### config.mk
export PLATFORM = sky130hd
export DESIGN_NAME = pm_top
export DESIGN_NICKNAME = d
export VERILOG_FILES = /design/src/hw/pm_pkg.sv /design/src/hw/pm_cycle_if.sv /design/src/hw/pm_kcpc.sv /design/src/hw/pm_group_cnt.sv /design/src/hw/pm_step_cnt.sv /design/src/hw/pm_ctl.sv /design/src/hw/pm_top.sv
export SDC_FILE = /design/constraint.sdc
export NUM_CORES = 1
export LEC_CHECK = 0
export BUFFER_PORTS_ARGS = -buffer_cell sky130_fd_sc_hd__buf_2
export CAP_MARGIN = 20
export CORE_MARGIN = 3
export CORE_UTILIZATION = 45
export CTS_BUF_LIST = sky130_fd_sc_hd__clkbuf_8
export DETAILED_ROUTE_END_ITERATION = 16
export PLACE_DENSITY = 0.86
export SYNTH_ARGS = -nofsm -noshare
export SYNTH_HDL_FRONTEND = slang
export SYNTH_SLANG_ARGS = --single-unit
### constraint.sdc
create_clock -name __clk -period 3 [get_ports __clk]
set_input_delay 0.3 -clock __clk [delete_from_list [all_inputs] [get_ports __clk]]
set_output_delay 0.3 -clock __clk [all_outputs]
set_load 0.005 [all_outputs]
### src/hw/pm_pkg.sv
`default_nettype none

package pm_pkg;

	// cycle-end one-shot length in clock cycles
	localparam int kc_ticks = 3;
	// cycle-start one-shot length in clock cycles
	localparam int pc_ticks = 2;

	// shared down-counter for both one-shots
	localparam int tmr_width = 2;
	// reload values, counter runs down to zero
	localparam logic [tmr_width-1:0] kc_last = tmr_width'(kc_ticks - 1);
	localparam logic [tmr_width-1:0] pc_last = tmr_width'(pc_ticks - 1);

	// group counter, selects one of eight general registers
	localparam int lg_width = 3;
	// step counter for shifts and register-group transfers
	localparam int lk_width = 4;
	// premodification counter
	localparam int mc_width = 2;

	// instruction word, msb is ir0 in machine numbering
	typedef union packed {
		// register form: opcode, d flag, a/b/c register fields
		struct packed {
			logic [5:0] op;
			logic       d;
			logic [2:0] a;
			logic [2:0] b;
			logic [2:0] c;
		} ir_regs;
		// shift form: count split into ir6 and ir13..ir15
		struct packed {
			logic [5:0] op;
			logic       count_hi;
			logic [5:0] pad;
			logic [2:0] count_lo;
		} ir_shift;
	} ir_word_t;

endpackage

`default_nettype wire

### src/hw/pm_cycle_if.sv
`default_nettype none

// cycle state from the kc/pc timers to the run control
interface pm_cycle_if;

	// cycle-end pulse
	logic kc;
	// cycle-start pulse
	logic pc;
	// next cycle is an instruction fetch
	logic pr;
	// next cycle is an interrupt receive
	logic przerw;

	// timer side owns all four
	modport timer (
		output kc,
		output pc,
		output pr,
		output przerw
	);

	// control side only decodes them
	modport ctl (
		input kc,
		input pc,
		input pr,
		input przerw
	);

endinterface

`default_nettype wire

### src/hw/pm_kcpc.sv
`default_nettype none

module pm_kcpc (
	input  wire        __clk,
	input  wire        M95_10,
	input  wire        ekc,
	input  wire        dpr,
	input  wire        dprzerw,
	pm_cycle_if.timer  cyc
);

	// one-shot states
	logic kc_q;
	logic pc_q;
	// latched cycle type
	logic pr_q;
	logic przerw_q;
	// ticks left in the active one-shot
	logic [pm_pkg::tmr_width-1:0] tmr;

	// kc then pc, one counter shared by both phases
	always_ff @(posedge __clk or negedge M95_10) begin
		if (!M95_10) begin
			kc_q     <= 1'b0;
			pc_q     <= 1'b0;
			pr_q     <= 1'b0;
			przerw_q <= 1'b0;
			tmr      <= '0;
		end else if (kc_q) begin
			if (tmr == '0) begin
				// kc done, hand over to pc
				kc_q     <= 1'b0;
				pc_q     <= 1'b1;
				tmr      <= pm_pkg::pc_last;
				// cycle type sampled on pc rise
				pr_q     <= dpr;
				przerw_q <= dprzerw;
			end else begin
				tmr <= tmr - 1'b1;
			end
		end else if (pc_q) begin
			if (tmr == '0)
				pc_q <= 1'b0;
			else
				tmr <= tmr - 1'b1;
		end else if (ekc) begin
			// idle, trigger cycle end
			kc_q <= 1'b1;
			tmr  <= pm_pkg::kc_last;
		end
	end

	assign cyc.kc     = kc_q;
	assign cyc.pc     = pc_q;
	assign cyc.pr     = pr_q;
	assign cyc.przerw = przerw_q;

	// the two one-shots never overlap
	a_kc_pc_excl: assert property (@(posedge __clk) disable iff (!M95_10)
		!(kc_q && pc_q))
		else $error("kc and pc high together");

	// pc only starts as kc ends
	a_pc_after_kc: assert property (@(posedge __clk) disable iff (!M95_10)
		$rose(pc_q) |-> $fell(kc_q))
		else $error("pc rose without kc falling");

endmodule

`default_nettype wire

### src/hw/pm_group_cnt.sv
`default_nettype none

module pm_group_cnt (
	input  wire                          __clk,
	input  wire                          M95_10,
	input  pm_pkg::ir_word_t             ir,
	input  wire                          slg,
	input  wire                          strob1,
	input  wire                          lg_inc,
	input  wire                          i1,
	input  wire                          w_phase,
	output logic [pm_pkg::lg_width-1:0]  lg,
	output logic [pm_pkg::lg_width-1:0]  reg_sel
);

	// clear beats load, load beats increment
	always_ff @(posedge __clk or negedge M95_10) begin
		if (!M95_10) begin
			lg <= '0;
		end else if (i1) begin
			lg <= '0;
		end else if (slg) begin
			// preload from the a field
			lg <= ir.ir_regs.a;
		end else if (strob1 && lg_inc) begin
			// next register of the group
			lg <= lg + 1'b1;
		end
	end

	// selector only during a w-bus phase
	always_comb begin
		if (w_phase)
			reg_sel = lg;
		else
			reg_sel = '0;
	end

	// preload and clear come from exclusive states
	a_slg_i1_excl: assert property (@(posedge __clk) disable iff (!M95_10)
		!(slg && i1))
		else $error("slg and i1 in the same cycle");

endmodule

`default_nettype wire

### src/hw/pm_step_cnt.sv
`default_nettype none

module pm_step_cnt (
	input  wire                          __clk,
	input  wire                          M95_10,
	input  pm_pkg::ir_word_t             ir,
	input  wire                          shc,
	input  wire                          lk_load,
	input  wire                          strob1,
	input  wire                          lk_dec,
	output logic [pm_pkg::lk_width-1:0]  lk,
	output logic                         lk_zero
);

	logic [pm_pkg::lk_width-1:0] lk_in;

	// shift count or register count from b field
	assign lk_in = shc ? {ir.ir_shift.count_hi, ir.ir_shift.count_lo}
	                   : {1'b0, ir.ir_regs.b};

	always_ff @(posedge __clk or negedge M95_10) begin
		if (!M95_10) begin
			lk <= '0;
		end else if (lk_load) begin
			lk <= lk_in;
		end else if (strob1 && lk_dec && !lk_zero) begin
			// count down, hold at zero
			lk <= lk - 1'b1;
		end
	end

	assign lk_zero = (lk == '0);

	// saturation, no wrap to all ones
	a_no_wrap: assert property (@(posedge __clk) disable iff (!M95_10)
		(lk == '0 && !lk_load) |=> lk != '1)
		else $error("step counter wrapped from zero");

endmodule

`default_nettype wire

### src/hw/pm_ctl.sv
`default_nettype none

module pm_ctl (
	input  wire        __clk,
	input  wire        M95_10,
	input  wire        start,
	input  wire        stop,
	input  wire        clo,
	input  wire        hlt_n,
	input  wire        hlt,
	input  wire        wx,
	input  wire        cycle,
	input  wire        irq,
	input  wire        strob1,
	input  wire        strob2,
	input  wire        ekc_1,
	input  wire        ekc_2,
	input  wire        md,
	input  wire        p4,
	input  wire        p2,
	input  wire        ssp,
	input  wire        j,
	input  wire        bcoc,
	input  wire        zs,
	pm_cycle_if.ctl    cyc,
	output logic       ekc,
	output logic       dpr,
	output logic       dprzerw,
	output logic       run,
	output logic       wait_q,
	output logic       sp0,
	output logic       sp1,
	output logic       si1,
	output logic       p,
	output logic       mc_3
);

	logic startq;
	logic cycle_q;
	logic mc_0;
	logic [pm_pkg::mc_width-1:0] mc;

	// start ff
	// stop, clear or halt switch drops it
	always_ff @(posedge __clk or negedge M95_10) begin
		if (!M95_10)
			startq <= 1'b0;
		else if (stop || clo || hlt_n)
			startq <= 1'b0;
		else if (start)
			startq <= 1'b1;
	end

	// wait ff
	// hlt taken at wx, interrupt receive releases it
	always_ff @(posedge __clk or negedge M95_10) begin
		if (!M95_10)
			wait_q <= 1'b0;
		else if (si1)
			wait_q <= 1'b0;
		else if (wx)
			wait_q <= hlt;
	end

	// single cycle request ff
	always_ff @(posedge __clk or negedge M95_10) begin
		if (!M95_10)
			cycle_q <= 1'b0;
		else if (cycle)
			cycle_q <= 1'b1;
		else if (strob2)
			cycle_q <= 1'b0;
	end

	assign run = startq & ~wait_q;

	// next cycle fetches if running or single-stepping
	assign dpr = run | cycle_q;
	// interrupt only outside branch and premodification
	assign dprzerw = (cycle_q | startq) & irq & ~p & mc_0;
	// cycle end requests
	assign ekc = ekc_1 | ekc_2;

	// cycle type while pc is high
	assign sp0 = cyc.pc & ~cyc.pr & ~cyc.przerw;
	assign sp1 = cyc.pc & cyc.pr & ~cyc.przerw;
	assign si1 = cyc.pc & cyc.przerw;

	// premodification counter
	// counts at wx of a modified instruction, saturates at 3
	always_ff @(posedge __clk or negedge M95_10) begin
		if (!M95_10)
			mc <= '0;
		else if (p4 && !md)
			mc <= '0;
		else if (strob1 && wx && md && !mc_3)
			mc <= mc + 1'b1;
	end

	assign mc_3 = (mc == '1);
	assign mc_0 = (mc == '0);

	// branch indicator
	// p2 clears, otherwise ssp loads the condition
	always_ff @(posedge __clk or negedge M95_10) begin
		if (!M95_10) begin
			p <= 1'b0;
		end else if (strob1) begin
			if (p2)
				p <= 1'b0;
			else if (ssp)
				p <= (~j & bcoc) | zs;
		end
	end

	// at most one cycle type per pc pulse
	a_cycle_onehot: assert property (@(posedge __clk) disable iff (!M95_10)
		$onehot0({sp0, sp1, si1}))
		else $error("sp0/sp1/si1 not one-hot");

endmodule

`default_nettype wire

### src/hw/pm_top.sv
`default_nettype none

module pm_top (
	input  wire         __clk,
	input  wire         M95_10,
	input  wire         start,
	input  wire         stop,
	input  wire         clo,
	input  wire         hlt_n,
	input  wire         hlt,
	input  wire         wx,
	input  wire         cycle,
	input  wire         irq,
	input  wire         strob1,
	input  wire         strob2,
	input  wire         ekc_1,
	input  wire         ekc_2,
	input  wire         md,
	input  wire         p4,
	input  wire         p2,
	input  wire         ssp,
	input  wire         j,
	input  wire         bcoc,
	input  wire         zs,
	input  wire [15:0]  ir,
	input  wire         slg,
	input  wire         lg_inc,
	input  wire         i1,
	input  wire         w_phase,
	input  wire         shc,
	input  wire         lk_load,
	input  wire         lk_dec,
	output logic        run,
	output logic        wait_q,
	output logic        kc,
	output logic        pc,
	output logic        sp0,
	output logic        sp1,
	output logic        si1,
	output logic        p,
	output logic        mc_3,
	output logic [pm_pkg::lg_width-1:0] lg,
	output logic [pm_pkg::lg_width-1:0] reg_sel,
	output logic [pm_pkg::lk_width-1:0] lk,
	output logic        lk_zero
);

	pm_pkg::ir_word_t ir_w;
	logic ekc;
	logic dpr;
	logic dprzerw;

	// raw bus word seen through both decodings
	assign ir_w = pm_pkg::ir_word_t'(ir);

	// timer to control cycle state
	pm_cycle_if cyc ();

	pm_ctl u_ctl (
		.__clk   (__clk),
		.M95_10  (M95_10),
		.start   (start),
		.stop    (stop),
		.clo     (clo),
		.hlt_n   (hlt_n),
		.hlt     (hlt),
		.wx      (wx),
		.cycle   (cycle),
		.irq     (irq),
		.strob1  (strob1),
		.strob2  (strob2),
		.ekc_1   (ekc_1),
		.ekc_2   (ekc_2),
		.md      (md),
		.p4      (p4),
		.p2      (p2),
		.ssp     (ssp),
		.j       (j),
		.bcoc    (bcoc),
		.zs      (zs),
		.cyc     (cyc),
		.ekc     (ekc),
		.dpr     (dpr),
		.dprzerw (dprzerw),
		.run     (run),
		.wait_q  (wait_q),
		.sp0     (sp0),
		.sp1     (sp1),
		.si1     (si1),
		.p       (p),
		.mc_3    (mc_3)
	);

	pm_kcpc u_kcpc (
		.__clk   (__clk),
		.M95_10  (M95_10),
		.ekc     (ekc),
		.dpr     (dpr),
		.dprzerw (dprzerw),
		.cyc     (cyc)
	);

	// one-shot levels to the pins
	assign kc = cyc.kc;
	assign pc = cyc.pc;

	pm_group_cnt u_group_cnt (
		.__clk   (__clk),
		.M95_10  (M95_10),
		.ir      (ir_w),
		.slg     (slg),
		.strob1  (strob1),
		.lg_inc  (lg_inc),
		.i1      (i1),
		.w_phase (w_phase),
		.lg      (lg),
		.reg_sel (reg_sel)
	);

	pm_step_cnt u_step_cnt (
		.__clk   (__clk),
		.M95_10  (M95_10),
		.ir      (ir_w),
		.shc     (shc),
		.lk_load (lk_load),
		.strob1  (strob1),
		.lk_dec  (lk_dec),
		.lk      (lk),
		.lk_zero (lk_zero)
	);

endmodule

`default_nettype wire

# --- Yosys cells after proc, flatten, opt, wreduce, memory -nomap -nowiden ---
# Cells that the tools add are included.
classes:
  addsub: 4
  n_eq_ne: 3
  n_mux: 29
  bitwise: 19
  n_reduce_logical: 26
op_table:
  columns: ["operator", "n"]
  rows:
  - ["1-bit 2-to-1 mux", 15]
  - ["2-bit 2-to-1 mux", 7]
  - ["3-bit 2-to-1 mux", 4]
  - ["4-bit 2-to-1 mux", 3]
  - ["2-bit nonzero test", 6]
  - ["1-bit bitwise AND", 10]
  - ["1-bit logical AND", 7]
  - ["2-bit AND reduction", 3]
  - ["3-bit nonzero test", 2]
  - ["1-bit inverter", 5]
  - ["2-bit logical NOT", 2]
  - ["4-bit logical NOT", 1]
  - ["1-bit OR", 4]
  - ["4-bit by 1-bit subtractor with 4-bit output (second input constant)", 1]
  - ["3-bit by 1-bit adder with 3-bit output (second input constant)", 1]
  - ["1-bit logical NOT", 3]
  - ["3-bit by 2-bit != test with 1-bit output (second input constant)", 1]
  - ["2-bit by 1-bit adder with 2-bit output (second input constant)", 1]
  - ["2-bit equality test (second input constant)", 1]
  - ["1-bit logical OR", 2]
  - ["2-bit != test (second input constant)", 1]
  - ["2-bit by 1-bit subtractor with 2-bit output (second input constant)", 1]
word_totals:
  in_bits: 44
  output_inout_bits: 20
  register_bits: 19
  wordCells: 93

# --- Longest topological paths before layout ---
depth:
  depth_word: 5
  depth_mapped: 6
  ltp_nobuf: 6

# --- Hierarchy ---
# A second synthesis with hierarchy kept.
hier_totals:
  cells_unflattened: 115
  hier_area_um2: 1154.9
by_module_without_submodules:
  columns: ["module", "instances", "area_per_inst_um2", "cells_each", "seq_area_each_um2"]
  rows:
  - ["pm_ctl", 1, 347.8, 36, 150.1]
  - ["pm_kcpc", 1, 320.3, 29, 150.1]
  - ["pm_step_cnt", 1, 271.5, 29, 100.1]
  - ["pm_group_cnt", 1, 215.2, 21, 75.1]

# --- Worst setup path after synthesis ---
# OpenSTA, ideal clock, no wires.
synth_timing:
  kind: "reg2reg"
  from: "reg u_step_cnt.lk[0] (netlist name)"
  to: "reg u_step_cnt.lk[1] (netlist name)"
  stages_incl_launch_ff: 7
  required_time_ps: 2870
  path_slack_ps: 1676
  setup_time_ps: 130
  n_path_buf: 0
  arrival_time_ps: 1194
  cell_sequence: "dfrtp_1 > inv_1 > ha_1 > nor3b_2 > nor2_2 > a21oi_1 > a22oi_1"
synth_between:
  elab_chain_len: 4
  word_cells_on_any_way: 7
  cone_classes: "add/sub: 1; mux: 2; reduce/logical: 4"
synth_rtl:
  columns: ["item", "line", "text"]
  rows:
  - ["start: declaration", "pm_step_cnt.sv:11", "output logic [pm_pkg::lk_width-1:0] lk,"]
  - ["start signal: assignment", "pm_step_cnt.sv:25", "lk <= lk_in;"]
  - ["start signal: assignment", "pm_step_cnt.sv:28", "lk <= lk - 1'b1;"]
  - ["4-bit logical NOT", "pm_step_cnt.sv:32", "assign lk_zero = (lk == '0);"]
  - ["net lk_zero", "pm_top.sv:45", "output logic lk_zero"]
  - ["1-bit logical NOT", "pm_step_cnt.sv:26", "end else if (strob1 && lk_dec && !lk_zero) begin"]
  - ["1-bit logical AND", "pm_step_cnt.sv:26", null]
  - ["2-bit nonzero test (no line)", null, null]
# The timed path passes the listed nets, and every way through them passes these cells. The select of a mux whose other input is x is not followed.
# A chain may end at the register's enable or synchronous reset.

# --- Worst setup path in the final report ---
layout_timing:
  from: "reg u_step_cnt.lk[0] (netlist name)"
  to: "out lk_zero"
layout_between:
  elab_chain_len: 1
layout_rtl:
  columns: ["item", "line"]
  rows:
  - ["4-bit logical NOT", "pm_step_cnt.sv:32"]
  - ["end: declaration", "pm_top.sv:45"]
# Every way passes these cells.

==> results.md <==
* Area contributors post-synth: dfrtp_1 44%, ha_1 6.9%, mux2i_1 5.5%
* CP endpoint kind: primary output
* Clk sink count at 19
* Combinational share of power at about 35%
* Worst rel slew slack at a little under three quarters
* Peak supply drop at 0.478 mV
* Final setup viols at 0
* Fmax at 0.607 GHz
* Max-cap violations at 0
* Post-synthesis cell type count at 36
* Lkg Pwr at just under 0.8 nW
* Synth Area in Compound Gates at about 14%
* Register area share after synthesis at between 40% and 50%
* Starting Density at between 40% and 50%
* Full die area at 3040 um2
* Required time worst endpoint at 2.70 ns
* Cell count after placement at roughly 200
* Clock Latency Late Sink at between 0.2 and 0.3 ns
* Internal power at 0.000567 W
* H-tree level count at 1
* Share of cells above drive strength 1 at approximately two fifths
* Switch Pwr at 0.000293 W
* Final period utilization at between 50 and 60%
* First-pass GRT wire length at roughly 3900 um
* Antenna Cells at 0
* Crit path largest cell delay at around 0.4 ns
* Grt met2 use at a little over a third
* Grt total ovfl at 0
* Arr. time, crit path at about 1.4 ns
* Clock Skew at 0.00238 ns
* Post-Synth Simple-Gate Area at approximately a fifth
* Total power per unit cell area at just under 600 nW/um2
* Vias in the first global route at 990
* Antenna violations before repair at 0
* Total GRT Usage at a little under a fifth
* Final #Nets at ~230
* Final setup margin at between 1 and 1.5 ns
* Sequential Power Share at between 40 and 50%
* List of most frequent post-synthesis cells: 19 x dfrtp_1, 10 x nand2_1, 9 x inv_1, 9 x nor2_1
* Cells after Synth at around 110
* Adder-Cell Fraction of Synth Area at 6.90%
* Post-synthesis mux area share at between 8 and 9%
* Largest net degree at the start of global routing at 20
* Crit-path max FO at 4
* Remaining DRCs at 0
* Detailed placement HPWL at about 2100 um
* Largest family of logic cells by synthesized area: simple AND/OR/NAND/NOR gates
* Worst min path class: input pin to flip-flop
* RSZ-0062 raised after global routing: no
* Die H at roughly 55 um
* GR peak layer: met2
* Avg Inst Size Synth at ~9.6 um2
* Clk slew on worst S/H paths at roughly 0.07 ns
* Startpoint types: flip-flop
* Min Tclk post-route at approximately 1.6 ns
* Ys flop type: dfrtp_1
* Post-synth EDFFs at 0
* Yosys warnings at 0
* Final wirelength at roughly 2500 um
* Pre-CTS setup slack at around 1.6 ns
* GP Congestion at just over 0.7
* Post-Synth XOR/XNOR Area at 2.42%
* Share of the synthesized area in the top cell type at 43.7%
* Root buffer cell: clkbuf_8
* CTS Buf Count at 3
* Maximum clock path buffer count at 2
* Vias at around 1100
* FILL cells at 201
* Core area at approximately 2300 um2
* GR Layer Usage met3 at roughly 1.6%
* Sw Share at 34.1%
* Post-Route Utilization at about two thirds
* Die width at about 55 um
* Synth Net Count at between 150 and 200
* M1 GR Usage at ~20%
* Cell area after synthesis at 1090 um2
* Final slew viol count at 0
* Async SR Flop Fraction at between 90% and 100%
* Finished Layout Cells at 203
* Tightest Pin Transition at between 0.4 and 0.5 ns
* Critical path cell sequence: inv_1, ha_1, nor3b_2, buf_2
* Yosys reg bits at 19
* CTS tree: done
* Setup TNS at 0 ns
* Yosys top cell by area: dfrtp_1
* Hold Vio Cnt, Final at 0
* ANT nets after route at 0
* Post-CTS sizing at 0
* Critical path type: flip-flop to primary output
* Status: finished clean
* Row count at 17
* Initial DRC count at 8
* Cell with the most instances after synthesis: dfrtp_1
* Clk pwr share at 19.7%
* IO Pins at between 60 and 70
* Drt wl/cell at between 10 and 15 um
* Slowest cell on the critical path: dfrtp_1
* Vias/cell at 5.19
* Port bufs at 57
* Pre-Repair DR Iteration Count at 4
* Synth-to-Final Area Change at 34.6%
through the flow:
step                hold WS, ns  area, um2  total power (W)
finish                    0.197       1460         0.000861
global route              0.195       1460         0.000939
CTS                       0.192       1460         0.000871
detailed placement        0.260       1410         0.000697
global placement          0.250       1410         0.000681
floorplan               0.00441       1090         0.000569
power by group through the flow:
stage / sequential (W) / combinational [W] / clock [W]
final: 0.000386 / 0.000305 / 0.000170
after global routing: 0.000398 / 0.000357 / 0.000184
after CTS: 0.000387 / 0.000310 / 0.000175
after detailed placement: 0.000392 / 0.000306 / 0
after global placement: 0.000386 / 0.000294 / 0
after floorplan: 0.000379 / 0.000190 / 0
state kept, by name (all words and copies together) (netlist names):
signal             cells
u_ctl.p                1
u_ctl.startq           1
u_ctl.cycle_q          1
u_kcpc.cyc.pr          1
u_group_cnt.lg         3
u_kcpc.tmr             2
u_kcpc.cyc.kc          1
u_ctl.mc               2
u_kcpc.cyc.pc          1
u_kcpc.cyc.przerw      1
u_step_cnt.lk          4
u_ctl.wait_q           1
per-layer routing:
layer	up-vias	share of wire, %
met5	-	0
met4	0	0.55
met3	2	6.5
met2	36	54
met1	495	39
li1	521	-
cells in the final DEF, fill, tap and decap left out, types with 2 or more instances in the layout:
master / n
buf_2: 57
dfrtp_1: 19
nand2_1: 10
inv_1: 9
nor2_1: 9
a21oi_1: 6
mux2i_1: 6
ha_1: 6
o21ai_1: 5
and2_1: 4
xnor2_1: 3
nand3_1: 3
o21ai_0: 3
clkbuf_8: 3
nor3b_1: 2
o21a_1: 2
clkinv_1: 2
o22ai_1: 2
nor4_1: 2
mux2_2: 2
critical path: cells and delay by family, from the launching register on:
family,cells,cell delay [ns]
flip-flops,1,0.41
AND/OR/NAND/NOR,1,0.26
buffers and inverters,2,0.23
adder cells (fa/ha/maj),1,0.19
final timing paths:
path / startpoint / to / slack [ns] / cells past startpoint
worst max-delay path: u_step_cnt.lk[0] / lk_zero / 1.35 / 4
worst min-delay path: stop / u_ctl.startq / 0.20 / 2
worst max register to register: u_step_cnt.lk[0] / u_step_cnt.lk[1] / 1.59 / 6
worst min register to register: u_kcpc.cyc.pr / u_kcpc.cyc.pr / 0.52 / 2
max in group asynchronous: M95_10 / u_group_cnt.lg[2] / 2.19 / 2
min in group asynchronous: M95_10 / u_ctl.startq / 0.51 / 2
final cells by class:
cell class                 count  area, um2  share of cell area (%)
clock inverter                 1       5.00                   0.342
inverter                      12       45.0                    3.08
timing repair buffer          58        295                    20.2
clock buffer                   3       41.3                    2.82
multi-input combinational     82        567                    38.7
sequential                    19        475                    32.5
tap                           28       35.0                    2.39
cells by family after synthesis:
group	Yosys count
compound gates	25
xor+xnor	3
fa+ha+maj	6
buf+inv	12
flops	19
mux	9
simple gates	39
repair_timing:
action / CTS / global route
hold buffers: 1 / 0
hold endpoints to repair: 19 / 0
buffers inserted: 0 / 0
Power figures use the tool's default switching activity.
